### config.mk
export PLATFORM = sky130hd
export DESIGN_NAME = alu
export DESIGN_NICKNAME = d
export VERILOG_FILES = /design/src/datapathPkg.sv /design/src/isaPkg.sv /design/src/alu.sv
export VERILOG_INCLUDE_DIRS = /design/src
export SDC_FILE = /design/constraint.sdc
export NUM_CORES = 1
export LEC_CHECK = 0
export ABC_AREA = 1
export BUFFER_PORTS_ARGS = -buffer_cell sky130_fd_sc_hd__buf_2
export CAP_MARGIN = 20
export CORE_UTILIZATION = 65
export DETAILED_ROUTE_END_ITERATION = 7
export GPL_TIMING_DRIVEN = 0
export PLACE_DENSITY = 0.95
export SYNTH_ARGS = -nofsm -noshare
export SYNTH_HDL_FRONTEND = slang
export SYNTH_SLANG_ARGS = --single-unit
### constraint.sdc
create_clock -name vclk -period 6.4
set_input_delay 1.28 -clock vclk [all_inputs]
set_output_delay 1.28 -clock vclk [all_outputs]
set_load 0.1 [all_outputs]
### src/cpuConsts.svh
// Widths and memory depths for the single-cycle CPU
// Include in any package or module that sizes a vector or a memory
`ifndef CPU_CONSTS_SVH
`define CPU_CONSTS_SVH

// Data path and instruction word width
`define WORD_WIDTH 32

// Register file index width and register count
`define REG_ADRX_WIDTH 5
`define NUM_REGS (1 << `REG_ADRX_WIDTH)

// Instruction memory word address and depth
`define PC_WIDTH 7
`define IMEM_DEPTH (1 << `PC_WIDTH)

// Data memory word address and depth
`define DMEM_ADRX_WIDTH 6
`define DMEM_DEPTH (1 << `DMEM_ADRX_WIDTH)

`endif
### src/datapathPkg.sv
// Data path types for the teaching CPU
// Words, register indices and memory word addresses
`default_nettype none
`include "cpuConsts.svh"

package datapathPkg;

	// Data or instruction word
	typedef logic [`WORD_WIDTH-1:0] word_t;

	// Register file index
	typedef logic [`REG_ADRX_WIDTH-1:0] regAdrx_t;

	// Instruction memory word address, also the PC
	typedef logic [`PC_WIDTH-1:0] pcAdrx_t;

	// Data memory word address
	typedef logic [`DMEM_ADRX_WIDTH-1:0] dmemAdrx_t;

endpackage

`default_nettype wire

### src/isaPkg.sv
// Instruction set types for the teaching CPU
// Opcodes, ALU operations and the instruction word layout
`default_nettype none
`include "cpuConsts.svh"

package isaPkg;

	// Opcode field, bits 31 to 27
	typedef enum logic [4:0] {
		nop = 5'd0,
		add,
		sub,
		opAnd,
		opOr,
		opXor,
		slt,
		sll,
		lw,
		sw,
		j,
		jr,
		bgt
	} opcode_e;

	// ALU operation select
	// add through sll share their low opcode bits with these codes
	typedef enum logic [2:0] {
		aluPass = 3'd0,
		aluAdd,
		aluSub,
		aluAnd,
		aluOr,
		aluXor,
		aluSlt,
		aluSll
	} aluCtl_e;

	// Raw immediate field before sign extension
	typedef logic [15:0] imm_t;

	// Instruction word layout
	// Second source register overlays imm[15:11]
	typedef struct packed {
		opcode_e                      opcode;
		logic                         isImm;
		logic [`REG_ADRX_WIDTH-1:0]   rd;
		logic [`REG_ADRX_WIDTH-1:0]   rs1;
		imm_t                         imm;
	} instr_t;

endpackage

`default_nettype wire

### src/alu.sv
// Eight-operation ALU for the single-cycle CPU
// Combinational, with a signed negative flag for bgt
`default_nettype none
`include "cpuConsts.svh"

module alu (
	input  datapathPkg::word_t busA,
	input  datapathPkg::word_t busB,
	input  isaPkg::aluCtl_e    aluCtl,
	output datapathPkg::word_t result,
	output logic               nFlag
);
	import isaPkg::*;
	import datapathPkg::*;

	// One extra bit so the sign survives overflow
	logic [`WORD_WIDTH:0] diff;

	assign diff = {busA[`WORD_WIDTH-1], busA} - {busB[`WORD_WIDTH-1], busB};
	// True sign of busA - busB whatever the operation
	assign nFlag = diff[`WORD_WIDTH];

	always_comb begin
		case (aluCtl)
			aluAdd: result = busA + busB;
			aluSub: result = busA - busB;
			aluAnd: result = busA & busB;
			aluOr: result = busA | busB;
			aluXor: result = busA ^ busB;
			// Signed less-than is the sign of the wide difference
			aluSlt: result = word_t'(nFlag);
			aluSll: result = busA << busB[4:0];
			default: result = '0;
		endcase
	end
endmodule

`default_nettype wire

### Word-level counts from Yosys, hierarchy flattened

Cells that the tools add are included.
Widths: inputs -> output; s select.

| storage, ports and cells | value |
|---|---|
| word-level logic and storage cells | 15 |
| input port bits | 67 |
| bits in latches | 0 |
| ROM bits | 0 |
| memories | 0 |
| flip-flop bits (word level) | 0 |
| output and inout port bits | 33 |
| RAM bits | 0 |

| cells by class | value |
|---|---|
| mux-type cells | 1 |
| add/subtract/negate cells | 3 |
| equal/unequal tests | 7 |
| reductions and logical operators | 0 |
| multiply operators | 0 |
| magnitude comparators | 0 |
| bitwise logic cells | 3 |
| shifts and indexed selects | 1 |
| divide/modulo/power cells | 0 |

Operator list:

| operator | number |
|---|---|
| $pmux 32 s7 | 1 |
| $sub 32x32->33 | 1 |
| $add 32x32->32 | 1 |
| $and 32x32->32 | 1 |
| $or 32x32->32 | 1 |
| $shl 32x5->32 | 1 |
| $sub 32x32->32 | 1 |
| $xor 32x32->32 | 1 |
| $eq 3x3->1 const B | 4 |
| $eq 3x2->1 const B | 2 |
| $eq 3x1->1 const B | 1 |

### Depth between registers and ports, before layout

| depth | value |
|---|---|
| depth in word-level cells | 2 |
| gate-level depth with buffers | 25 |
| depth with buffers taken out | 23 |

### Worst setup path before layout

OpenSTA, ideal clock, no wires.

| path | value |
|---|---|
| path kind | input to output |
| start | input busB[1] |
| end | output result[23] |
| cell stages on the path | 21 |
| data arrival time | 5.719 ns |
| buffers on the path | 2 |
| required time | 5.120 ns |
| path slack | -0.599 ns |
| path through | buf_4 inv_4 buf_2 ha_1 nand3_2 nor2_2 nand2_2 nor2_2 nand3_1 nand2_1 xor2_1 ha_1 a21oi_1 nor2_1 nor2_1 nand2_1 inv_1 nand2_1 nand2_1 nand2_1 o21ai_0 |

| between the ends | value |
|---|---|
| word-level cells in the longest chain between the ends | 2 |
| elaborated cells on any way between the ends | 4 |
| classes of those cells | 2 x add/sub; 1 x shift; 1 x mux |

Ends and longest elaborated chain:

| item | line | source |
|---|---|---|
| start: declaration | alu.sv:8 | `input datapathPkg::word_t busB,` |
| $sub 32x32->32 (tied with other cells) | alu.sv:26 | `aluSub: result = busA - busB;` |
| $pmux 32 s7 (*) | alu.sv:24 | `case (aluCtl)` |
| end: declaration | alu.sv:10 | `output datapathPkg::word_t result,` |

Every way passes the cells marked *; elsewhere a longest branch is shown, timed or not.

### Worst setup path after layout

| path | value |
|---|---|
| start | input busB[0] |
| end | output result[28] |

The elaborated chain is that of the path after synthesis.

==> impl_metrics.yaml <==
floorplan:
  pin_count: 100
  fp-row-count: 38
  core_um2: 10900
  fp.dieH_um: 108
  dieArea_um2: 11700
  die_w_um: 108
  start_util: 0.672
global_routing:
  grt_overflow: 0
  grt_pass1_wl_um: 45000
  antenna_found_initial: 0
  grt_max_degree: 13
  grtUsageTotal: 0.505
  grt_pass1_vias: 8582
sta:
  hold_ws_ps: 3200
  tightest_slew_ps: 676
  fin_ws_ps: 192
  fin_crit_sh: 0.970
  setup_violations: 0
  min_period_ps: 6210
  timing.fmax_mhz: 161
  slew_violations: 0
  grt_setup_unrepaired: "no"
  finalHoldViolations: 0
  relSlewSlack: 0.549
  fin_setup_tns_ps: 0
logic_synthesis:
  synthesis.nets: 1561
  syn_avg_cell_area_um2: 5.38
  synthDistinctLibCells: 45
  seq_area_frac_synth: 0
  synthCells: 1365
  synth.cell_area_um2: 7350
  yosys_warnings: 0
final_layout:
  regArea_um2: 0
  final_area_um2: 8050
  fin_util: 0.736
  diodes: 0
  drive_gt1_frac: 0.111
  num-clock-buffers: 0
  area_growth_pct: 9.53
  nFlopsAndLatches: 0
  nets: 1662
  finalNonFillerCells: 1604
flow_run:
  maxCapViolCount: 0
worst_setup_path:
  endpoint_kind: "output pin"
  worst_ep_required_time_ps: 5120
  worstPathArrival_ps: 4930
  cp_max_fo: 12
  critPathKind: "input port to output pin"
  start_kind: "input port"
hold_path:
  min_path_type: "input port to output pin"
run_status:
  status: "finished, final reports clean"
placement:
  dp_cells: 1605
  preCtsSetupSlack_ps: 128
  place_area_um2: 8030
  gp_congestion: 1.11
  post-dp-hpwl_um: 24500
  numPortBuffers: 100
pwr:
  irDropWorstVdd_v: 0.000151
  total_power_uw: 959
  leakagePower_nw: 4.75
  p_per_area_nw_per_um2: 119
route:
  routedWlPerCell_um: 18.6
  remaining_drc_errors: 0
  wirelength_um: 29800
  via_per_inst: 6.22
  ant_nets: 0
  first_pass_iters: 8
  initialDrtViolationCount: 1535
  num_vias: 9970
clock_network:
  postCtsSetupBuffers: 0
worst paths after layout:
kind / start / end / cells past startpoint / slack (ps)
max: busB[0] / result[28] / 21 / 190
min: aluCtl[0] / result[0] / 5 / 3200
area by class of cell:
cell class | count | area [um^2]
inverters | 202 | 761
fillers | 1016 | 2890
plain buffers | 39 | 206
repair buffers | 100 | 519
well taps | 140 | 175
multi-input cells | 1123 | 6390
critical path: stages:
cell	delay, ps
buf_2	130
inv_2	160
clkbuf_4	280
ha_1	200
nand3_2	130
nor2_2	170
nand2_2	120
nor2_2	190
nand3_1	170
nand2_1	110
xor2_1	80
ha_1	390
nand2_1	140
nor2_2	210
nand2_1	190
nor3_1	170
nand2_1	180
nand3_1	130
nand3_1	100
nand2_1	90
buf_4	280
power by group:
group / internal [mW] / switching, mW
clock: 0 / 0
combinational: 0.240 / 0.719
sequential: 0 / 0
what timing repair did:
item | CTS | global route
gates resized for setup | 0 | 14
hold buffers | 0 | 0
endpoints found under the setup margin | 0 | 15
per-layer routing:
layer	track usage	share of wire	up-vias
li1	-	-	4666
met1	0.635	0.37	4317
met2	0.746	0.40	820
met3	0.154	0.15	167
met4	0.314	0.075	0
met5	0	0	-
Yosys cell counts (8+ instances only):
library cell,instances,area [um^2]
nand2_1,414,1550
inv_1,195,732
nand3_1,188,941
ha_1,128,1600
nor2_1,117,439
a21oi_1,58,290
o21ai_0,52,260
xor2_1,29,254
buf_2,19,95.1
nand4_1,15,93.8
a221oi_1,14,123
o221ai_1,13,114
nor3_1,12,60.1
o211ai_1,10,75.1
clkbuf_1,8,30.0
placed cells by master, fill, tap and decap left out, drive strengths merged, types with 14 or more instances in the layout:
cell	Yosys	layout
buf	32	126
a21oi	58	58
nand2	420	420
inv	202	202
nor2	124	124
nand4	15	15
nand3	190	190
a221oi	14	14
xor2	29	29
o21ai	62	62
ha	128	128
cells by family (layout without fill, tap and decap cells):
group / Yosys count / in the layout / synth area share
simple gates: 781 / 781 / 0.461
buf+inv: 242 / 341 / 0.132
compound gates: 184 / 184 / 0.152
fa+ha+maj: 129 / 129 / 0.221
xor+xnor: 29 / 29 / 0.0346
Note: power is estimated with default switching activity, not from simulation.
