[config.mk]
export PLATFORM = sky130hd
export DESIGN_NAME = fetch_flat
export DESIGN_NICKNAME = d
export VERILOG_FILES = /design/src/datapathPkg.sv /design/src/isaPkg.sv /design/src/ctrlIf.sv /design/src/fetch.sv /design/src/flat_wrapper.sv
export VERILOG_INCLUDE_DIRS = /design/src
export SDC_FILE = /design/constraint.sdc
export NUM_CORES = 2
export LEC_CHECK = 0
export BUFFER_PORTS_ARGS = -buffer_cell sky130_fd_sc_hd__buf_2
export CAP_MARGIN = 20
export CORE_MARGIN = 2
export CORE_UTILIZATION = 35
export CTS_BUF_LIST = sky130_fd_sc_hd__clkbuf_8
export DETAILED_ROUTE_END_ITERATION = 12
export PLACE_DENSITY = 0.53
export RECOVER_POWER = 25
export SYNTH_ARGS = -nofsm -noshare
export SYNTH_HDL_FRONTEND = slang
export SYNTH_SLANG_ARGS = --single-unit
[constraint.sdc]
create_clock -name clk -period 5.7 [get_ports clk]
set_input_delay 1.71 -clock clk [delete_from_list [all_inputs] [get_ports clk]]
set_output_delay 1.71 -clock clk [all_outputs]
set_load 0.01 [all_outputs]
[src/cpuConsts.svh]
// Widths and memory depths for the single-cycle CPU
// Include in any package or module that sizes a vector or a memory
`ifndef CPU_CONSTS_SVH
`define CPU_CONSTS_SVH

// Data path and instruction word width
`define WORD_WIDTH 32

// Register file index width and register count
`define REG_ADRX_WIDTH 5
`define NUM_REGS (1 << `REG_ADRX_WIDTH)

// Instruction memory word address and depth
`define PC_WIDTH 7
`define IMEM_DEPTH (1 << `PC_WIDTH)

// Data memory word address and depth
`define DMEM_ADRX_WIDTH 6
`define DMEM_DEPTH (1 << `DMEM_ADRX_WIDTH)

`endif
[src/datapathPkg.sv]
// Data path types for the teaching CPU
// Words, register indices and memory word addresses
`default_nettype none
`include "cpuConsts.svh"

package datapathPkg;

	// Data or instruction word
	typedef logic [`WORD_WIDTH-1:0] word_t;

	// Register file index
	typedef logic [`REG_ADRX_WIDTH-1:0] regAdrx_t;

	// Instruction memory word address, also the PC
	typedef logic [`PC_WIDTH-1:0] pcAdrx_t;

	// Data memory word address
	typedef logic [`DMEM_ADRX_WIDTH-1:0] dmemAdrx_t;

endpackage

`default_nettype wire

[src/isaPkg.sv]
// Instruction set types for the teaching CPU
// Opcodes, ALU operations and the instruction word layout
`default_nettype none
`include "cpuConsts.svh"

package isaPkg;

	// Opcode field, bits 31 to 27
	typedef enum logic [4:0] {
		nop = 5'd0,
		add,
		sub,
		opAnd,
		opOr,
		opXor,
		slt,
		sll,
		lw,
		sw,
		j,
		jr,
		bgt
	} opcode_e;

	// ALU operation select
	// add through sll share their low opcode bits with these codes
	typedef enum logic [2:0] {
		aluPass = 3'd0,
		aluAdd,
		aluSub,
		aluAnd,
		aluOr,
		aluXor,
		aluSlt,
		aluSll
	} aluCtl_e;

	// Raw immediate field before sign extension
	typedef logic [15:0] imm_t;

	// Instruction word layout
	// Second source register overlays imm[15:11]
	typedef struct packed {
		opcode_e                      opcode;
		logic                         isImm;
		logic [`REG_ADRX_WIDTH-1:0]   rd;
		logic [`REG_ADRX_WIDTH-1:0]   rs1;
		imm_t                         imm;
	} instr_t;

endpackage

`default_nettype wire

[src/ctrlIf.sv]
// Decoded control bundle from the decoder to the data path blocks
// One instance lives in the CPU top and each block takes its modport
`default_nettype none

interface ctrlIf;
	import isaPkg::*;
	import datapathPkg::*;

	logic    rfWriteEn;
	aluCtl_e aluCtl;
	// High selects the immediate as ALU operand B
	logic    aluBusBSel;
	logic    dmemResultSel;
	logic    dmemWriteEn;
	logic    branch;
	logic    jump;
	pcAdrx_t pcDest;

	modport decoder (output rfWriteEn, aluCtl, aluBusBSel, dmemResultSel,
		dmemWriteEn, branch, jump, pcDest);
	modport datapath (input rfWriteEn, aluBusBSel, dmemResultSel);
	modport mem (input dmemWriteEn);
	modport pc (input branch, jump, pcDest);
endinterface

`default_nettype wire

[src/fetch.sv]
// Program counter and instruction memory with its load port
// Program is loaded during reset, then one instruction per clock
`default_nettype none
`include "cpuConsts.svh"

module fetch (
	input  logic                 clk,
	input  logic                 reset,
	input  logic                 imemWrEn,
	input  datapathPkg::pcAdrx_t imemAdrx,
	input  datapathPkg::word_t   imemData,
	input  logic                 nFlag,
	output datapathPkg::word_t   instruction,
	ctrlIf.pc                    ctrl
);
	import datapathPkg::*;

	word_t   imem [`IMEM_DEPTH];
	pcAdrx_t pc;
	pcAdrx_t nextPc;
	logic    takeDest;

	// Load port is live only while reset is high
	always_ff @(posedge clk) begin
		if (reset && imemWrEn) begin
			imem[imemAdrx] <= imemData;
		end
	end

	// Jump always redirects, branch only when taken
	assign takeDest = ctrl.jump || (ctrl.branch && nFlag);
	assign nextPc = takeDest ? ctrl.pcDest : pc + 1'b1;

	always_ff @(posedge clk) begin
		if (reset) begin
			pc <= '0;
		end else begin
			pc <= nextPc;
		end
	end

	// Combinational read of the current instruction
	assign instruction = imem[pc];
endmodule

`default_nettype wire

[src/flat_wrapper.sv]
// flat-port wrapper written by rule: the top's interface ports become plain ports
module fetch_flat import datapathPkg::*;
  (clk, reset, imemWrEn, imemAdrx, imemData, nFlag, instruction, ctrl_branch, ctrl_jump, ctrl_pcDest);
  ctrlIf ctrl_i ();
  input  logic clk;
  input  logic reset;
  input  logic imemWrEn;
  input  datapathPkg::pcAdrx_t imemAdrx;
  input  datapathPkg::word_t imemData;
  input  logic nFlag;
  output datapathPkg::word_t instruction;
  input wire logic [$bits(ctrl_i.branch)-1:0] ctrl_branch;
  input wire logic [$bits(ctrl_i.jump)-1:0] ctrl_jump;
  input wire logic [$bits(ctrl_i.pcDest)-1:0] ctrl_pcDest;
  assign ctrl_i.branch = ctrl_branch;
  assign ctrl_i.jump = ctrl_jump;
  assign ctrl_i.pcDest = ctrl_pcDest;
  fetch u_core (.clk(clk), .reset(reset), .imemWrEn(imemWrEn), .imemAdrx(imemAdrx), .imemData(imemData), .nFlag(nFlag), .instruction(instruction), .ctrl(ctrl_i));
endmodule
### Word-level counts from Yosys, hierarchy flattened

Memory sizes are Yosys's and may differ from the RTL's. A register that Yosys moved wholly into a read port is not among the register bits.
Cells that the tools add are included.

* bits in registers: 7
* memory bits (writable): 4096
* input port bits: 52
* output and inout bits: 32
* word-level logic and storage cells: 10
* memories kept: 1

* add/sub/neg operators: 1
* multiplexer cells: 4
* reductions and logical operators: 3

Memories
* u_core.imem: words 128, width 32, read ports 1, clocked after Yosys merged registers in 1, wr ports 1, line fetch.sv:18 `` word_t imem [`IMEM_DEPTH]; ``

Operators with widths (number)
* two-way mux 7 bit: 2
* adder 7 x 1 -> 7 bit (second input constant): 1
* logical AND 1 bit: 2
* two-way mux 1 bit: 2
* logical OR 1 bit: 1

### Depth between registers and ports, before layout

* word-level depth: 4
* gate-level depth with buffers: 11
* mapped depth without buffers: 5

### Worst setup path before layout

No wires, ideal clock.

* path kind: input port to flip-flop
* start: input imemAdrx[1]
* end: memory u_core.imem[105][0] (netlist bit), enable pin
* setup time: 421 ps
* arrival time: 4327 ps
* data required time: 5279 ps
* path slack: 952 ps
* cell stages on the path: 6
* buffers on the path: 3
* cells stage by stage: clkbuf_1 or3b_2 or2_2 clkbuf_1 clkbuf_1 nor2_1

RTL lines
* start, declared: line flat_wrapper.sv:8 `input datapathPkg::pcAdrx_t imemAdrx;`
* end, declared: line fetch.sv:18

No word-level cell before the write port.

==> flow_summary.ini <==
[clock_network]
cts_buffers = 664
clk_pin_slew_ps = 60
cts_max_level = 6
clock_latency_ps = 1250
cts_sinks = 4103
cts_tree = yes
clock_path_buffers = 4
cts_root_buffer = clkbuf_8

[outcome]
outcome = finished with violations
violations = max-capacitance violations, max-slew violations, negative setup slack

[critical_path]
required_ps = 3990
cp-end-kind = output pin
arrival_ps = 4300
reg2reg_depth = 7
path_max_fanout = 8
cp-start-kind = register
critical_path_class = register to output pin

[placement]
io_buffers = 83
dpl.cell_count = 13500
placed_area_sq_mm = 0.171
hpwl_um = 301000
place_congestion = 0.860

[synth]
ys_ff_latch = 4103
avgSynthCellArea_sq_um = 21.8
synth_edf_count = 4096
synth-seq-area-share_pct = 77.9
yosys_warnings = 0
synth_area_sq_mm = 0.158
synth_cell_types = 67
netlist_instances = 7260
ys_async_sr_fraction_pct = 0
synth_fp_nets = 7313
synth_flop_cell = edfxtp_1

[timing]
max_clock_freq_mhz = 166
whs_ps = 807
drv_slew = 2311
finalWorstSetupSlack_ps = -308
finalCritPeriodShare_pct = 105
finalHoldViolCount = 0
rsz0062_at_grt = true
fin_skew_ps = 39.1
min_period_ps = 6010
tightest_slew_ps = 5500
max_slew_margin_pct = -267
setup_viol = 32

[die]
fp.dieH_um = 676
rows = 246
chipWidth_um = 676
start_util_pct = 35.2
die-area_sq_mm = 0.457
coreArea_sq_mm = 0.449
num_io_pins = 84

[routing]
drt-vias-per-instance = 5.64
vias = 84800
final_antenna_net_count = 0
drt-total-wl_um = 524000
drtIter0Drc = 11800
drc = 0
avgRoutedWirePerCell_um = 34.9
first_pass_iters = 6

[grt]
grtUsageMet3_pct = 4.25
use_met1_pct = 30.9
antenna_found_initial = 47
grt.overflow.total = 0
grt_max_degree = 129
gr-usage-met2_pct = 35.1
grt.busiest_layer = met2
grt.total_usage_pct = 22.2
grt_pass1_vias = 83100
grt_pass1_wl_um = 701000

[pwr]
power.density_mw_per_mm2 = 332
p_leak_uw = 0.0603
ir_drop_v = 0.000259
power.total_uw = 63500

[flow_run]
cap_violations = 40

[min_path]
hold_class = input pin to register
hold_depth = 3

[layout]
area_growth_pct = 20.8
finalNonFillerCells = 15000
final_nets = 8621
drive_gt1_share_pct = 35.3
design_area_sq_mm = 0.191
-- flip-flops by register name (all words and copies together), names as in the netlist --
name,cells
u_core.pc,7
u_core.imem,4096
-- logic make-up after synthesis --
| logic type | synth area share [%] |
|---|---|
| buffers and inverters | 1.70 |
| DFF | 77.9 |
| and+or+nand+nor | 1.67 |
| muxes | 15.2 |
| AOI/OAI and AO/OA | 3.46 |
| adders and majority gates | 0.00792 |
| xor gates and xnor gates | 0.0222 |
-- cells in the final DEF, fill, tap and decap left out, types with 36 or more instances in the layout --
cell | netlist | layout
a211oi_1 | 101 | 75
a21oi_1 | 99 | 85
a22oi_1 | 131 | 97
buf_12 | 2 | 150
buf_16 | 0 | 60
buf_2 | 122 | 36
buf_4 | 104 | 583
buf_6 | 61 | 124
buf_8 | 2 | 36
clkbuf_1 | 126 | 36
clkbuf_8 | 0 | 674
clkinv_1 | 2 | 154
clkinv_2 | 0 | 40
edfxtp_1 | 4096 | 4096
inv_1 | 1 | 228
mux2_2 | 108 | 99
mux2i_1 | 545 | 494
mux4_2 | 770 | 770
nand2_1 | 108 | 95
nor2_1 | 206 | 66
nor2_4 | 0 | 131
nor2b_1 | 87 | 76
o221ai_1 | 47 | 41
o22ai_1 | 102 | 84
-- routing by layer --
| metal | share of wire [%] | wire, um |
|---|---|---|
| met2 | 47 | 245000 |
| met5 | 0.020 | 103 |
| met1 | 40 | 212000 |
| met3 | 9.1 | 47500 |
| met4 | 3.9 | 20400 |
-- stage by stage --
step | setup TNS (ps) | worst slack [ps] | utilization (%)
final | -5860 | -308 | 42.5
after global routing | -8030 | -347 | 42.5
after CTS | -8730 | -398 | 41.9
after detailed placement | -419 | -234 | 38.1
after global placement | -3610 | -1440 | 38.0
after floorplan | 0 | 952 | -
-- worst max-delay path, stage by stage, from the launching register on --
cell     delay, ps
dfxtp_4        460
buf_4          160
buf_12         110
buf_16         180
buf_16         150
buf_4          160
mux4_2         330
mux2i_4        230
nor2_1         100
o32ai_4        670
a22oi_1        140
buf_4          220
buf_6          130
-- path summary, 6_finish.rpt --
kind	startpoint	to	slack, ps
min	ctrl_pcDest[1]	u_core.pc[1]	810
max	u_core.pc[1]	instruction[6]	-310
min reg2reg	u_core.pc[6]	u_core.pc[6]	880
max reg2reg	u_core.pc[1]	u_core.pc[5]	2500
-- area by class of cell --
class / instances / area (sq um)
Antenna cell: 20 / 50.0
Clock buffer: 674 / 9280
Clock inverter: 484 / 2530
Fill cell: 38700 / 258000
Inverter: 4 / 32.5
Multi-Input combinational cell: 2723 / 36000
Sequential cell: 4103 / 123000
Tap cell: 5952 / 7450
Timing Repair Buffer: 1072 / 12400
-- report_power, final --
part / internal [uW] / switching (uW)
Sequential: 33300 / 44.6
Combinational: 2750 / 4010
Clock: 11500 / 11900
-- repair_timing --
| item | CTS | global route |
|---|---|---|
| endpoints found under the setup margin | 32 | 32 |
| resized for setup | 586 | 272 |
| cloned | 35 | 24 |
| hold buffers | 0 | 0 |
| setup buffers | 130 | 159 |
| pin swaps | 55 | 100 |
-- cell usage after synthesis, drive strengths merged (7+ instances only) --
master	instances	area share, %
nand2	108	0.26
a21oi	99	0.31
o41ai	19	0.11
clkbuf	126	0.30
a22o	36	0.20
o221ai	47	0.26
a221oi	39	0.22
a2111oi	19	0.12
o21ai	33	0.10
a22oi	131	0.62
o31ai	7	0.033
o211ai	19	0.090
nand3	30	0.095
o32ai	7	0.039
mux2i	545	3.5
a221o	15	0.095
and3	16	0.063
a211o	10	0.055
dfxtp	7	0.089
nor4	30	0.12
o22a	12	0.067
nand4	12	0.048
nand3b	9	0.048
mux2	108	0.77
nor3	26	0.082
a211oi	101	0.48
a2bb2oi	11	0.061
nor2	207	0.49
edfxtp	4096	78
or2	8	0.032
buf	304	1.4
o22ai	102	0.40
nor2b	87	0.34
mux4	770	11
a31oi	11	0.044
(Power assumes the default switching activity.)
