**config.mk**
```make
export PLATFORM = sky130hd
export DESIGN_NAME = dataMem_flat
export DESIGN_NICKNAME = d
export VERILOG_FILES = /design/src/datapathPkg.sv /design/src/isaPkg.sv /design/src/ctrlIf.sv /design/src/dataMem.sv /design/src/flat_wrapper.sv
export VERILOG_INCLUDE_DIRS = /design/src
export SDC_FILE = /design/constraint.sdc
export NUM_CORES = 2
export LEC_CHECK = 0
export ABC_CLOCK_PERIOD_IN_PS = 7100
export BUFFER_PORTS_ARGS = -buffer_cell sky130_fd_sc_hd__buf_4
export CORE_MARGIN = 2
export CORE_UTILIZATION = 25
export CTS_CLUSTER_DIAMETER = 50
export CTS_CLUSTER_SIZE = 16
export DETAILED_ROUTE_END_ITERATION = 16
export PLACE_DENSITY = 0.47
export SYNTH_ARGS = -nofsm -noshare
export SYNTH_HDL_FRONTEND = slang
export SYNTH_SLANG_ARGS = --single-unit
```
**constraint.sdc**
```tcl
create_clock -name clk -period 7.1 [get_ports clk]
set_clock_uncertainty 0.1 [all_clocks]
set_input_delay 1.42 -clock clk [delete_from_list [all_inputs] [get_ports clk]]
set_output_delay 1.42 -clock clk [all_outputs]
set_load 0.01 [all_outputs]
```
**src/cpuConsts.svh**
```systemverilog
// Widths and memory depths for the single-cycle CPU
// Include in any package or module that sizes a vector or a memory
`ifndef CPU_CONSTS_SVH
`define CPU_CONSTS_SVH

// Data path and instruction word width
`define WORD_WIDTH 32

// Register file index width and register count
`define REG_ADRX_WIDTH 5
`define NUM_REGS (1 << `REG_ADRX_WIDTH)

// Instruction memory word address and depth
`define PC_WIDTH 7
`define IMEM_DEPTH (1 << `PC_WIDTH)

// Data memory word address and depth
`define DMEM_ADRX_WIDTH 6
`define DMEM_DEPTH (1 << `DMEM_ADRX_WIDTH)

`endif
```
**src/datapathPkg.sv**
```systemverilog
// Data path types for the teaching CPU
// Words, register indices and memory word addresses
`default_nettype none
`include "cpuConsts.svh"

package datapathPkg;

	// Data or instruction word
	typedef logic [`WORD_WIDTH-1:0] word_t;

	// Register file index
	typedef logic [`REG_ADRX_WIDTH-1:0] regAdrx_t;

	// Instruction memory word address, also the PC
	typedef logic [`PC_WIDTH-1:0] pcAdrx_t;

	// Data memory word address
	typedef logic [`DMEM_ADRX_WIDTH-1:0] dmemAdrx_t;

endpackage

`default_nettype wire

```
**src/isaPkg.sv**
```systemverilog
// Instruction set types for the teaching CPU
// Opcodes, ALU operations and the instruction word layout
`default_nettype none
`include "cpuConsts.svh"

package isaPkg;

	// Opcode field, bits 31 to 27
	typedef enum logic [4:0] {
		nop = 5'd0,
		add,
		sub,
		opAnd,
		opOr,
		opXor,
		slt,
		sll,
		lw,
		sw,
		j,
		jr,
		bgt
	} opcode_e;

	// ALU operation select
	// add through sll share their low opcode bits with these codes
	typedef enum logic [2:0] {
		aluPass = 3'd0,
		aluAdd,
		aluSub,
		aluAnd,
		aluOr,
		aluXor,
		aluSlt,
		aluSll
	} aluCtl_e;

	// Raw immediate field before sign extension
	typedef logic [15:0] imm_t;

	// Instruction word layout
	// Second source register overlays imm[15:11]
	typedef struct packed {
		opcode_e                      opcode;
		logic                         isImm;
		logic [`REG_ADRX_WIDTH-1:0]   rd;
		logic [`REG_ADRX_WIDTH-1:0]   rs1;
		imm_t                         imm;
	} instr_t;

endpackage

`default_nettype wire

```
**src/ctrlIf.sv**
```systemverilog
// Decoded control bundle from the decoder to the data path blocks
// One instance lives in the CPU top and each block takes its modport
`default_nettype none

interface ctrlIf;
	import isaPkg::*;
	import datapathPkg::*;

	logic    rfWriteEn;
	aluCtl_e aluCtl;
	// High selects the immediate as ALU operand B
	logic    aluBusBSel;
	logic    dmemResultSel;
	logic    dmemWriteEn;
	logic    branch;
	logic    jump;
	pcAdrx_t pcDest;

	modport decoder (output rfWriteEn, aluCtl, aluBusBSel, dmemResultSel,
		dmemWriteEn, branch, jump, pcDest);
	modport datapath (input rfWriteEn, aluBusBSel, dmemResultSel);
	modport mem (input dmemWriteEn);
	modport pc (input branch, jump, pcDest);
endinterface

`default_nettype wire

```
**src/dataMem.sv**
```systemverilog
// Word-addressed data memory, 64 words
// Combinational read, write on the clock edge, cleared by a sweep in reset
`default_nettype none
`include "cpuConsts.svh"

module dataMem (
	input  logic                   clk,
	input  logic                   reset,
	input  datapathPkg::dmemAdrx_t adrx,
	input  datapathPkg::word_t     writeData,
	output datapathPkg::word_t     readData,
	ctrlIf.mem                     ctrl
);
	import datapathPkg::*;

	word_t mem [`DMEM_DEPTH];
	// Selects a group of four words
	logic [`DMEM_ADRX_WIDTH-3:0] clearIdx;

	always_ff @(posedge clk) begin
		if (reset) begin
			for (int k = 0; k < 4; k++) begin
				mem[{clearIdx, k[1:0]}] <= '0;
			end
			// Wraps, so any 16 reset cycles reach every group
			clearIdx <= clearIdx + 1'b1;
		end else begin
			clearIdx <= '0;
			if (ctrl.dmemWriteEn) begin
				mem[adrx] <= writeData;
			end
		end
	end

	assign readData = mem[adrx];
endmodule

`default_nettype wire

```
**src/flat_wrapper.sv**
```systemverilog
// flat-port wrapper written by rule: the top's interface ports become plain ports
module dataMem_flat import datapathPkg::*;
  (clk, reset, adrx, writeData, readData, ctrl_dmemWriteEn);
  ctrlIf ctrl_i ();
  input  logic clk;
  input  logic reset;
  input  datapathPkg::dmemAdrx_t adrx;
  input  datapathPkg::word_t writeData;
  output datapathPkg::word_t readData;
  input wire logic [$bits(ctrl_i.dmemWriteEn)-1:0] ctrl_dmemWriteEn;
  assign ctrl_i.dmemWriteEn = ctrl_dmemWriteEn;
  dataMem u_core (.clk(clk), .reset(reset), .adrx(adrx), .writeData(writeData), .readData(readData), .ctrl(ctrl_i));
endmodule
```
[Word-level counts from Yosys, hierarchy flattened]
Memory sizes are Yosys's and may differ from the RTL's.
Cells that the tools add are included.
Word-level totals
  bits in registers: 4
  bits in writable memories: 2048
  bits of input ports: 41
  output and inout bits: 32
  logic and storage cells: 12
  memories kept: 1
Cells by class
  $add $sub $neg: 1
  multiplexer cells: 8
  reductions and logical operators: 1
Memory list
  u_core.mem: words 64, bits a word 32, rd ports 1, clocked after memory_dff 0, wr ports 4, line dataMem.sv:16  | word_t mem [`DMEM_DEPTH];
Operator list (number)
  $mux 32: 1
  $reduce_or 32->1: 1
  $mux 1: 6
  $mux 6: 1
  $add 4x1->4 const B: 1

[Depth between registers and ports, before layout]
  word-level depth: 5
  mapped depth: 11
  mapped depth without buffers: 6

[Worst setup path before layout]
Ideal clock, no wire load.
  path type: input to register
  from: input adrx[3]
  to: memory u_core.mem[24][0] in the netlist's numbering, enable pin
  setup time: 466 ps
  arrival time: 4901 ps
  required time: 6534 ps
  slack: 1633 ps
  stages: 7
  buffers on the path: 4
  cell sequence: buf_2 inv_2 or3_1 buf_2 buf_1 clkbuf_1 o21ai_0
RTL lines
  start: declaration: line flat_wrapper.sv:7  | input datapathPkg::dmemAdrx_t adrx;
  end: declaration: line dataMem.sv:16

[Worst setup path in the final report]
  from: input adrx[0]
  to: output readData[0]
Between the ends
  word-level cells in the longest chain between the ends: 1
RTL lines
  $mem_v2 64x32
  end: declaration: line flat_wrapper.sv:9  | output datapathPkg::word_t readData;
No other way between the ends.

==> results.md <==
* # rows at 224
* Relative slew slack at ~2.2%
* Synth Flop Type: edfxtp_1
* DR vias at just over 60000
* PwrDens at around 260 nW/um^2
* Simple logic cell fraction of the synthesized area at ~16%
* Initial Util at 25.06%
* Adder-cell share of the synthesized area at less than 1%
* R2r endpoint: u_core.mem[42][7]
* Routed WL at 366000 um
* Worst reg2reg startpoint: u_core.clearIdx[2]
* CTS max path bufs at 4
* Status: completed
* Syn avg cell area at about 13 um^2
* Post-synthesis mux area share at just under 4%
* Commonest non-fill, non-tap cell in the layout: and2_1
* Vias in the first global route at a little under 60000
* Worst skew pair latency at ~910 ps
* Crit path max fanout at 38
* Worst Path Required at 5580 ps
* Gr ovfl total at 0
* Total Die Area at around 380000 um^2
* First-pass GRT wire length at 503500 um
* Critical path type: primary input to output port
* Register-to-register setup slack at roughly 4100 ps
* Post-Synthesis Cell Area at between 90000 and 100000 um^2
* Drt drc at 0
* Yosys warning count at 0
* RSZ-0062 raised after global routing: false
* TritonCTS Buffers at 240
* Distinct cells, synth at 59
* Reg2Reg Depth at 4
* Xor/xnor cell area share of the yosys netlist at 0.01882%
* Worst Hold Class: register to register
* Hold Path Origin: u_core.clearIdx[0]
* CP arrival at ~5500 ps
* Element type at the critical path start: primary input
* Detailed placer's ending HPWL at 223700 um
* Critical Path Max Stage Delay at 940 ps
* IO Pins at 73
* Slew Viols, Final at 0
* Commonest non-fill, non-tap cells in the layout: and2_1 (2053), edfxtp_1 (2048), buf_4 (420)
* Nets at 6901
* Post-synthesis sequential area ratio at 66.17%
* Most frequent CP cell: buf_4
* VDD IR max at about 0.22 mV
* Largest family of logic cells by synthesized area: simple AND/OR/NAND/NOR gates
* WL/cell at about 30 um
* Mapped Nets at about 7000
* Syn-to-layout area delta at 17.24%
* Clk root buf: clkbuf_16
* Period minus WS final at 7060 ps
* Initial antenna violation count at 51
* Final GP Congestion at between 0.8 and 0.9
* Chip width at just over 600 um
* Worst-Margin Slew at 1457 ps
* Finish-stage setup viols at 0
* Final-layout fill cell count at approximately 37000
* Worst-path clk slew at roughly 70 ps
* Leak pwr at about 35 nW
* Fin util at between 20 and 30%
* Hold Crit Depth at 1
* Hold buffer count at cts at 0
* Final TNS setup at 0 ps
* CTS tree: done
* H-tree Lvls at 4
* Maxcap violations at 0
* Port bufs at 72
* Via density at just over 5
* Layout cells sized above 1 at 17.25%
* Max Freq at 0.1416 GHz
* Core Box Area at ~370000 um^2
* CP max-delay cell: nor4_1
* CP Capture Type: output port
* Hold path endpoint: u_core.clearIdx[0]
* Synthesized flop and latch total at 2052
* EDFF count, synth at 2048
* Synth Area in Compound Gates at about 10%
* First drt pass iteration count at 6
* Final hold vios at 0
* Post-synth ARST share at 0%
* Cts repair resizes at 0
* Total Routing Usage GR at between 10% and 20%
* Final Cycle Share at between 90% and 100%
* Largest net degree at the start of global routing at between 70 and 80
* Number of clock sinks at about 2000
* Postcts setup bufs at 0
* Cell Chain, Critical Path: clkbuf_8 -> and2_4 -> buf_12 -> a22oi_1 -> o32ai_1 -> a311o_1 -> nor4_1 -> o2111ai_1 -> buf_4 -> buf_4
* Initial drt markers at around 7800
* Die height at ~610 um
* Post-Syn Instances at a little under 7000
* DRT antenna net count at 0
[synthesized netlist by cell type, types with 4 or more instances]
| master | number | area (um^2) |
|---|---|---|
| a221o_1 | 25 | 250.2 |
| o22a_1 | 4 | 35.03 |
| a21oi_1 | 111 | 555.5 |
| ha_1 | 4 | 50.05 |
| buf_6 | 18 | 202.7 |
| clkbuf_1 | 534 | 2004 |
| a22oi_1 | 313 | 2350 |
| mux4_2 | 40 | 900.9 |
| inv_1 | 5 | 18.77 |
| nor4_1 | 14 | 87.58 |
| a211oi_1 | 5 | 37.54 |
| nor2b_1 | 11 | 68.82 |
| o32ai_1 | 4 | 35.03 |
| buf_2 | 134 | 670.6 |
| a22o_1 | 31 | 271.5 |
| nand2b_1 | 4 | 25.02 |
| a21o_1 | 10 | 75.07 |
| edfxtp_1 | 2048 | 61500 |
| mux2i_1 | 114 | 1141 |
| and3_1 | 6 | 37.54 |
| and2_1 | 2054 | 12850 |
| nor3_1 | 68 | 340.3 |
| buf_4 | 23 | 172.7 |
| nand2_1 | 40 | 150.1 |
| mux2_2 | 144 | 1622 |
| nor2_1 | 227 | 852.1 |
| buf_1 | 70 | 262.8 |
| nand3_1 | 17 | 85.08 |
| o221ai_1 | 61 | 534.3 |
| o22ai_1 | 82 | 513.0 |
| o21ai_0 | 212 | 1061 |
| a221oi_1 | 414 | 3626 |
| or3_1 | 15 | 93.84 |
| dfxtp_1 | 4 | 80.08 |
| and4_1 | 10 | 87.58 |
| nand4_1 | 17 | 106.4 |
[registers in the layout (all words and copies together), names as in the netlist]
signal,cells
u_core.clearIdx,4
u_core.mem,2048
[how the worst max path moves through the flow]
stage                 start                 to  slack, ps  cells after the start
floorplan           adrx[3]  u_core.mem[24][0]       1630                      7
global placement    adrx[0]        readData[0]        340                     10
detailed placement  adrx[0]        readData[0]        310                     10
CTS                 adrx[0]        readData[0]        300                     10
global route        adrx[0]        readData[0]        100                     10
finish              adrx[0]        readData[0]         40                     10
[layout make-up]
type	count	area, um^2	area share [%]
antenna	25	62.56	0.05734
clock buffer	257	6091	5.582
clock inverter	185	1974	1.810
inverter	7	38.79	0.03555
multi-input combinational	4094	29180	26.75
sequential	2052	61580	56.44
tap	4972	6221	5.702
timing repair buffer	461	3958	3.627
[logic make-up (layout without fill, tap and decap cells)]
kind of cell / count (synthesis) / in the layout
buf+inv: 786 / 910
other cells: 0 / 25
simple gates: 2494 / 2494
compound gates: 1296 / 1296
fa+ha+maj: 4 / 4
xor+xnor: 2 / 2
mux: 298 / 298
flops: 2052 / 2052
[metal layers]
layer	share of wire, %	global-route usage [%]	vias to the layer above
met5	0.029	0	-
met3	7.1	2.659	568
met1	42	25.42	31730
met4	4.8	8.229	16
li1	-	-	25710
met2	46	29.93	2806
[critical path, delay by kind of cell]
| family | cells | cell delay (ps) |
|---|---|---|
| buffers and inverters | 4 | 1000 |
| and+or+nand+nor | 2 | 1420 |
| AOI/OAI and AO/OA | 4 | 1560 |
[power breakdown]
part	internal (mW)	switching, mW	leakage [nW]
combinational	0.514	1.49	13.2
clock	7.11	5.62	3.90
sequential	13.3	0.0365	18.3
[metrics by stage]
stage / std cells / setup WS, ps / power [mW] / hold slack (ps) / cell area [um^2]
2_1_floorplan: 6932 / 1634 / 14.51 / 351.8 / 93060
3_3_place_gp: 11590 / 339.6 / 15.60 / 367.1 / 101000
3_5_place_dp: 11590 / 313.5 / 15.62 / 394.4 / 101000
4_1_cts: 12030 / 300.4 / 28.26 / 414.5 / 109000
5_1_grt: 12030 / 99.42 / 28.76 / 452.9 / 109100
6_report: 12050 / 40.17 / 28.08 / 424.3 / 109100
Power figures use the tool's default switching activity.
