### src/cpuConsts.svh
// Widths and memory depths for the single-cycle CPU
// Include in any package or module that sizes a vector or a memory
`ifndef CPU_CONSTS_SVH
`define CPU_CONSTS_SVH

// Data path and instruction word width
`define WORD_WIDTH 32

// Register file index width and register count
`define REG_ADRX_WIDTH 5
`define NUM_REGS (1 << `REG_ADRX_WIDTH)

// Instruction memory word address and depth
`define PC_WIDTH 7
`define IMEM_DEPTH (1 << `PC_WIDTH)

// Data memory word address and depth
`define DMEM_ADRX_WIDTH 6
`define DMEM_DEPTH (1 << `DMEM_ADRX_WIDTH)

`endif
### src/datapathPkg.sv
// Data path types for the teaching CPU
// Words, register indices and memory word addresses
`default_nettype none
`include "cpuConsts.svh"

package datapathPkg;

	// Data or instruction word
	typedef logic [`WORD_WIDTH-1:0] word_t;

	// Register file index
	typedef logic [`REG_ADRX_WIDTH-1:0] regAdrx_t;

	// Instruction memory word address, also the PC
	typedef logic [`PC_WIDTH-1:0] pcAdrx_t;

	// Data memory word address
	typedef logic [`DMEM_ADRX_WIDTH-1:0] dmemAdrx_t;

endpackage

`default_nettype wire

### src/isaPkg.sv
// Instruction set types for the teaching CPU
// Opcodes, ALU operations and the instruction word layout
`default_nettype none
`include "cpuConsts.svh"

package isaPkg;

	// Opcode field, bits 31 to 27
	typedef enum logic [4:0] {
		nop = 5'd0,
		add,
		sub,
		opAnd,
		opOr,
		opXor,
		slt,
		sll,
		lw,
		sw,
		j,
		jr,
		bgt
	} opcode_e;

	// ALU operation select
	// add through sll share their low opcode bits with these codes
	typedef enum logic [2:0] {
		aluPass = 3'd0,
		aluAdd,
		aluSub,
		aluAnd,
		aluOr,
		aluXor,
		aluSlt,
		aluSll
	} aluCtl_e;

	// Raw immediate field before sign extension
	typedef logic [15:0] imm_t;

	// Instruction word layout
	// Second source register overlays imm[15:11]
	typedef struct packed {
		opcode_e                      opcode;
		logic                         isImm;
		logic [`REG_ADRX_WIDTH-1:0]   rd;
		logic [`REG_ADRX_WIDTH-1:0]   rs1;
		imm_t                         imm;
	} instr_t;

endpackage

`default_nettype wire

### src/ctrlIf.sv
// Decoded control bundle from the decoder to the data path blocks
// One instance lives in the CPU top and each block takes its modport
`default_nettype none

interface ctrlIf;
	import isaPkg::*;
	import datapathPkg::*;

	logic    rfWriteEn;
	aluCtl_e aluCtl;
	// High selects the immediate as ALU operand B
	logic    aluBusBSel;
	logic    dmemResultSel;
	logic    dmemWriteEn;
	logic    branch;
	logic    jump;
	pcAdrx_t pcDest;

	modport decoder (output rfWriteEn, aluCtl, aluBusBSel, dmemResultSel,
		dmemWriteEn, branch, jump, pcDest);
	modport datapath (input rfWriteEn, aluBusBSel, dmemResultSel);
	modport mem (input dmemWriteEn);
	modport pc (input branch, jump, pcDest);
endinterface

`default_nettype wire

### src/regFile.sv
// 32 by 32 register file with two read ports and one write port
// Also holds the write-back select and the operand B select
`default_nettype none
`include "cpuConsts.svh"

module regFile (
	input  logic                  clk,
	input  logic                  reset,
	input  datapathPkg::regAdrx_t rs0Adrx,
	input  datapathPkg::regAdrx_t rs1Adrx,
	input  datapathPkg::regAdrx_t rdAdrx,
	// ALU result for write-back
	input  datapathPkg::word_t    writeData,
	// Data memory read for lw write-back
	input  datapathPkg::word_t    dmemData,
	input  datapathPkg::word_t    immediate,
	output datapathPkg::word_t    rs0Data,
	output datapathPkg::word_t    rs1Data,
	output datapathPkg::word_t    busB,
	ctrlIf.datapath               ctrl
);
	import datapathPkg::*;

	word_t regs [`NUM_REGS];
	word_t rdData;

	assign rdData = ctrl.dmemResultSel ? dmemData : writeData;

	always_ff @(posedge clk) begin
		if (reset) begin
			for (int i = 0; i < `NUM_REGS; i++) begin
				regs[i] <= '0;
			end
		end else if (ctrl.rfWriteEn && (rdAdrx != '0)) begin
			regs[rdAdrx] <= rdData;
		end
	end

	// Register 0 always reads zero
	assign rs0Data = (rs0Adrx == '0) ? '0 : regs[rs0Adrx];
	assign rs1Data = (rs1Adrx == '0) ? '0 : regs[rs1Adrx];

	assign busB = ctrl.aluBusBSel ? immediate : rs0Data;
endmodule

`default_nettype wire

### src/flat_wrapper.sv
// flat-port wrapper written by rule: the top's interface ports become plain ports
module regFile_flat import datapathPkg::*;
  (clk, reset, rs0Adrx, rs1Adrx, rdAdrx, writeData, dmemData, immediate, rs0Data, rs1Data, busB, ctrl_rfWriteEn, ctrl_aluBusBSel, ctrl_dmemResultSel);
  ctrlIf ctrl_i ();
  input  logic clk;
  input  logic reset;
  input  datapathPkg::regAdrx_t rs0Adrx;
  input  datapathPkg::regAdrx_t rs1Adrx;
  input  datapathPkg::regAdrx_t rdAdrx;
  input  datapathPkg::word_t writeData;
  input  datapathPkg::word_t dmemData;
  input  datapathPkg::word_t immediate;
  output datapathPkg::word_t rs0Data;
  output datapathPkg::word_t rs1Data;
  output datapathPkg::word_t busB;
  input wire logic [$bits(ctrl_i.rfWriteEn)-1:0] ctrl_rfWriteEn;
  input wire logic [$bits(ctrl_i.aluBusBSel)-1:0] ctrl_aluBusBSel;
  input wire logic [$bits(ctrl_i.dmemResultSel)-1:0] ctrl_dmemResultSel;
  assign ctrl_i.rfWriteEn = ctrl_rfWriteEn;
  assign ctrl_i.aluBusBSel = ctrl_aluBusBSel;
  assign ctrl_i.dmemResultSel = ctrl_dmemResultSel;
  regFile u_core (.clk(clk), .reset(reset), .rs0Adrx(rs0Adrx), .rs1Adrx(rs1Adrx), .rdAdrx(rdAdrx), .writeData(writeData), .dmemData(dmemData), .immediate(immediate), .rs0Data(rs0Data), .rs1Data(rs1Data), .busB(busB), .ctrl(ctrl_i));
endmodule
### config.mk
export PLATFORM = sky130hd
export DESIGN_NAME = regFile_flat
export DESIGN_NICKNAME = d
export VERILOG_FILES = /design/src/datapathPkg.sv /design/src/isaPkg.sv /design/src/ctrlIf.sv /design/src/regFile.sv /design/src/flat_wrapper.sv
export VERILOG_INCLUDE_DIRS = /design/src
export SDC_FILE = /design/constraint.sdc
export NUM_CORES = 2
export LEC_CHECK = 0
export BUFFER_PORTS_ARGS = -buffer_cell sky130_fd_sc_hd__buf_2
export CAP_MARGIN = 10
export CELL_PAD_IN_SITES_DETAIL_PLACEMENT = 1
export CELL_PAD_IN_SITES_GLOBAL_PLACEMENT = 1
export CORE_MARGIN = 2
export CORE_UTILIZATION = 45
export CTS_CLUSTER_DIAMETER = 150
export DETAILED_ROUTE_END_ITERATION = 6
export PLACE_DENSITY = 0.78
export REMOVE_ABC_BUFFERS = 1
export SETUP_SLACK_MARGIN = 0.2
export SLEW_MARGIN = 20
export SYNTH_ARGS = -nofsm -noshare
export SYNTH_HDL_FRONTEND = slang
export SYNTH_SLANG_ARGS = --single-unit
### constraint.sdc
create_clock -name clk -period 3.8 [get_ports clk]
set_input_delay 0.76 -clock clk [delete_from_list [all_inputs] [get_ports clk]]
set_output_delay 0.76 -clock clk [all_outputs]
set_load 0.05 [all_outputs]
Word-level counts from Yosys, hierarchy flattened
Memories as Yosys holds them, arrays and structs flattened. Cells that the tools add are included.

Register bits: 0. Bits in latches: 0. Bits in writable memories: 1024. Memory bits (read-only): 0. Bits of input ports: 116. Output and inout port bits: 96. Word-level logic and storage cells: 18. Memories kept: 1.

$add $sub $neg: 0. Multiply operators: 0. Div/mod/pow operators: 0. $lt $le $gt $ge: 0. Equal/unequal tests: 0. Shift operators: 0. Mux-type cells: 12. Bitwise logic cells: 0. Reductions and logical operators: 5.

Memories: u_core.regs (depth 32, bits a word 32, read ports 2, clocked after Yosys merged registers in 0, write ports 32, line regFile.sv:24) `` word_t regs [`NUM_REGS]; ``.

Operator list (number): 2-to-1 mux 32 bit (5); OR reduction 32 bit (1); zero test 5 bit (2); 2-to-1 mux 1 bit (6); 2-to-1 mux 5 bit (1); nonzero test 5 bit (1); logical AND 1 bit (1).

Logic depth before layout (Yosys ltp)
Depth after elaboration: 7. Gate-level depth with buffers: 9. Gate-level depth less buffers: 5.

Worst setup path after synthesis
Ideal clock, no wire load.

Kind: input port to output port. Start point: input rs0Adrx[0]. End point: output busB[20]. Data arrival time: 3.566 ns. Data required time: 3.040 ns. Path slack: -0.526 ns. Stages on the path: 9. Path buffers: 4. Path through: buf_2 -> buf_6 -> and2_1 -> buf_2 -> buf_6 -> a22oi_1 -> nand3_1 -> a311oi_1 -> mux2_2.

Word-level cells in the longest chain between the ends: 3. Elaborated cells between the ends (all ways): 4. Those cells by class: mux (2); reduce/logical (1); memory (1).

RTL lines: start, declared (line flat_wrapper.sv:7) `input datapathPkg::regAdrx_t rs0Adrx;`; memory (32 x 32 bit) or zero test 5 bit (tied branches); 2-to-1 mux 32 bit (*) (line regFile.sv:40) `assign rs0Data = (rs0Adrx == '0) ? '0 : regs[rs0Adrx];`; named net rs0Data[20] (line flat_wrapper.sv:13) `output datapathPkg::word_t rs0Data;`; 2-to-1 mux 32 bit (*) (line regFile.sv:43) `assign busB = ctrl.aluBusBSel ? immediate : rs0Data;`; end, declared (line flat_wrapper.sv:15) `output datapathPkg::word_t busB;`.

Mark *: on every way through the listed nets, which the timed path passes. The rest lies on a longest branch.

Worst setup path in the final report
Start point: input rs0Adrx[1]. End point: output rs0Data[26].

Word-level cells in the longest chain between the ends: 2. Elaborated cells between the ends (all ways): 3. Those cells by class: mux (1); reduce/logical (1); memory (1).

RTL lines (line): memory (32 x 32 bit) or zero test 5 bit (tied branches); 2-to-1 mux 32 bit (*) (regFile.sv:40); end, declared (flat_wrapper.sv:13).

Every way passes the cells marked *; elsewhere a longest branch is shown, timed or not.

==> qor_table.md <==
| Result | Value |
|:---|:---|
| Result of the run | finished, final reports clean |
| Die X | 348 µm |
| Flip-flop count of the largest register after layout | 1024 |
| Final-stage net count | 4375 |
| Max-slew violations | 0 |
| Type of the worst min-delay path | input port to flop |
| Maximum buffer depth of the clock tree | 3 |
| P_int | 20.8 mW |
| Total wire length | 222000 µm |
| Hold Fails Final Rpt | 0 |
| Clock tree from TritonCTS | done |
| Maximum VDD drop | 0.345 mV |
| Category of the worst setup path capture point | output port |
| CTS Root Buffer Type | sky130_fd_sc_hd__clkbuf_16 |
| Setup crit start kind | input port |
| Via count | 41363 |
| Cell taking the most area after synthesis | sky130_fd_sc_hd__edfxtp_1 |
| Achievable frequency | 0.269 GHz |
| Sinks on the clock net | 1024 |
| Aggregate negative setup slack | 0 ns |
| Minimum setup slack in the final design | 0.0790 ns |
| Antenna violations before repair | 3 |
| Average wire length per cell after detail routing | 37.7 µm |
| Largest net degree at the start of global routing | 52 |
| Area fraction of the dominant cell type after synthesis | 57.7% |
| Final-layout fill cell count | 11208 |
| Area enclosed by the die boundary | 121000 µm² |
| Setup repair after global routing missed its margin | true |
| Synthesized netlist cell count | 3881 |
| Arrival time reported for the critical path endpoint | 2.96 ns |
| Initial detailed-routing violation count | 6635 |
| GPL Wtd Cong | 0.893 |
| Standard cell core area | 118000 µm² |
| Synth Flop Type | sky130_fd_sc_hd__edfxtp_1 |
| Number of global-route vias before repair | 42628 |
| Top-level port count | 212 |
| Max-capacitance violation count | 0 |
| All-Layer GR Usage | 34.9% |
| Fraction of final layout cells sized beyond drive strength 1 | 33.0% |
| Flops & latches, synth | 1024 |
| Share of the cycle needed by the critical path after routing | 97.9% |
| Placed Instance Area | 58900 µm² |
| Clock input transition at the sequential cells of the worst setup and hold paths | 0.07 ns |
| Remaining design rule violation count | 0 |
| Post-route worst hold slack | 0.681 ns |
| Worst slack at placement | -0.422 ns |
| Tmin final | 3.72 ns |
| Count of nets left with antenna violations after detail routing | 0 |
| Synth warn | 0 |
| Register with the highest flop count | u_core.regs |
| Flop pwr share | 46.4% |
| PD cells | 449 nW/µm² |
| Wire length of the first global-routing pass | 303000 µm |
| Regs by FF count | u_core.regs x1024 |
| Sequential share of the synthesized area | 57.7% |
| Lkg Pwr | 23.3 nW |
| Grt ovf | 0 |
| TritonCTS Buffers | 108 |
| Setup violators final | 0 |
| Leading cell type by number of instances after synthesis | sky130_fd_sc_hd__edfxtp_1 |
| Share of the core filled with cells | 55.0% |
| Chip height | 348 µm |
| Number of library cell types mapped by synthesis | 38 |
| Clock H-tree levels | 3 |
| Required @ worst endpoint | 3.04 ns |
| Worst relative slew slack | 29.2% |
| Number of core rows | 126 |
| Slew at the pin closest to its max-slew limit | 1.04 ns |
| Initial core utilization | 45.3% |
| Switching share of power | 28.3% |
| First-pass detailed-route iteration total | 6 |
| Proportion of synthesized flip-flops having asynchronous set or reset | 0% |
| NetSw | 8.22 mW |
| Synthesized area per cell | 13.7 µm² |
| Synthesis-to-finish area growth | 21.4% |
| Vias per cell | 7.04 |
| Port buffer count | 211 |
| Top post-synthesis cells by count | 1024 x sky130_fd_sc_hd__edfxtp_1, 1017 x sky130_fd_sc_hd__nor2_1, 439 x sky130_fd_sc_hd__mux2i_1 |
| Portion of total power attributed to the clock network | 35.5% |
| Synth area leaders | sky130_fd_sc_hd__edfxtp_1 58%, sky130_fd_sc_hd__mux4_2 16%, sky130_fd_sc_hd__mux2i_1 8.2% |
| Post-synthesis instance area | 53300 µm² |
| Final design instance area without fill | 64700 µm² |
| CP Class | input port to output port |
| Number of flops mapped to enable cells by yosys | 1024 |
| Logic pwr share | 18.1% |
| Largest fanout on the critical path | 9 |
| HPWL reported at the end of detailed placement | 132000 µm |
-- routing by layer --
layer	up-vias	track usage (%)	share of wire (%)
li1	15451	-	-
met1	21000	42.2	32
met2	3867	56.5	47
met3	1041	9.24	13
met4	4	20.4	7.2
met5	-	0	0.012
-- cell type report --
cell class | instances | area (µm²) | area share, %
antenna | 1 | 2.50 | 0.00387
clock buffer | 125 | 2810 | 4.34
clock inverter | 67 | 483 | 0.746
inverter | 34 | 131 | 0.203
multi-input combinational | 2445 | 22100 | 34.1
sequential | 1024 | 30700 | 47.5
tap | 1536 | 1920 | 2.97
timing repair buffer | 646 | 6590 | 10.2
-- layout by cell type, fill, tap and decap left out, types with 34 or more instances in the layout --
cell type,instances
sky130_fd_sc_hd__a22oi_1,104
sky130_fd_sc_hd__nand2_2,36
sky130_fd_sc_hd__buf_2,137
sky130_fd_sc_hd__a21oi_1,50
sky130_fd_sc_hd__mux4_2,384
sky130_fd_sc_hd__a22o_1,34
sky130_fd_sc_hd__mux2i_1,397
sky130_fd_sc_hd__buf_4,336
sky130_fd_sc_hd__clkinv_1,38
sky130_fd_sc_hd__clkbuf_16,118
sky130_fd_sc_hd__nand2_1,89
sky130_fd_sc_hd__edfxtp_1,1024
sky130_fd_sc_hd__nor2_1,1009
sky130_fd_sc_hd__mux2i_4,34
sky130_fd_sc_hd__buf_12,86
-- power by group through the flow --
stage	logic [mW]	registers, mW	clock network [mW]
floorplan	2.40	13.5	0
finish	5.26	13.5	10.3
detailed placement	4.58	13.6	0
global route	5.35	13.5	10.6
CTS	4.84	13.4	10.2
global placement	4.48	13.6	0
-- critical path, stage by stage --
cell,delay [ns]
sky130_fd_sc_hd__buf_16,0.14
sky130_fd_sc_hd__buf_12,0.18
sky130_fd_sc_hd__buf_16,0.14
sky130_fd_sc_hd__buf_16,0.15
sky130_fd_sc_hd__mux4_2,0.35
sky130_fd_sc_hd__mux2i_4,0.20
sky130_fd_sc_hd__nor2_4,0.07
sky130_fd_sc_hd__a311oi_4,0.44
sky130_fd_sc_hd__buf_4,0.21
sky130_fd_sc_hd__nor3_1,0.06
sky130_fd_sc_hd__buf_4,0.22
-- stage by stage --
stage | total power, mW | std cells
after CTS | 28.5 | 5833
after floorplan | 15.9 | 3503
after global routing | 29.5 | 5877
after detailed placement | 18.2 | 5610
after global placement | 18.0 | 5610
final | 29.0 | 5878
-- logic make-up after synthesis --
| kind of cell | count (synthesis) | share of synthesized area (%) |
|---|---|---|
| AO/OA/AOI/OAI | 345 | 4.63 |
| other | 1 | 0.00703 |
| multiplexers | 841 | 24.8 |
| buffers and inverters | 443 | 3.89 |
| AND/OR/NAND/NOR | 1227 | 8.96 |
| flip-flops | 1024 | 57.7 |
-- what timing repair did --
action                     4_1_cts  5_1_grt
hold buffers                     0        0
setup endpoints to repair       91       75
gates cloned                    15        8
resized for setup              146      178
pin swaps                       11       36
setup buffers                   16       36
-- final timing paths --
check,slack [ns],cells after the start,to,from
min,0.68,3,u_core.regs[31][31],writeData[31]
max,0.08,11,rs0Data[26],rs0Adrx[1]
Power figures use the tool's default switching activity.
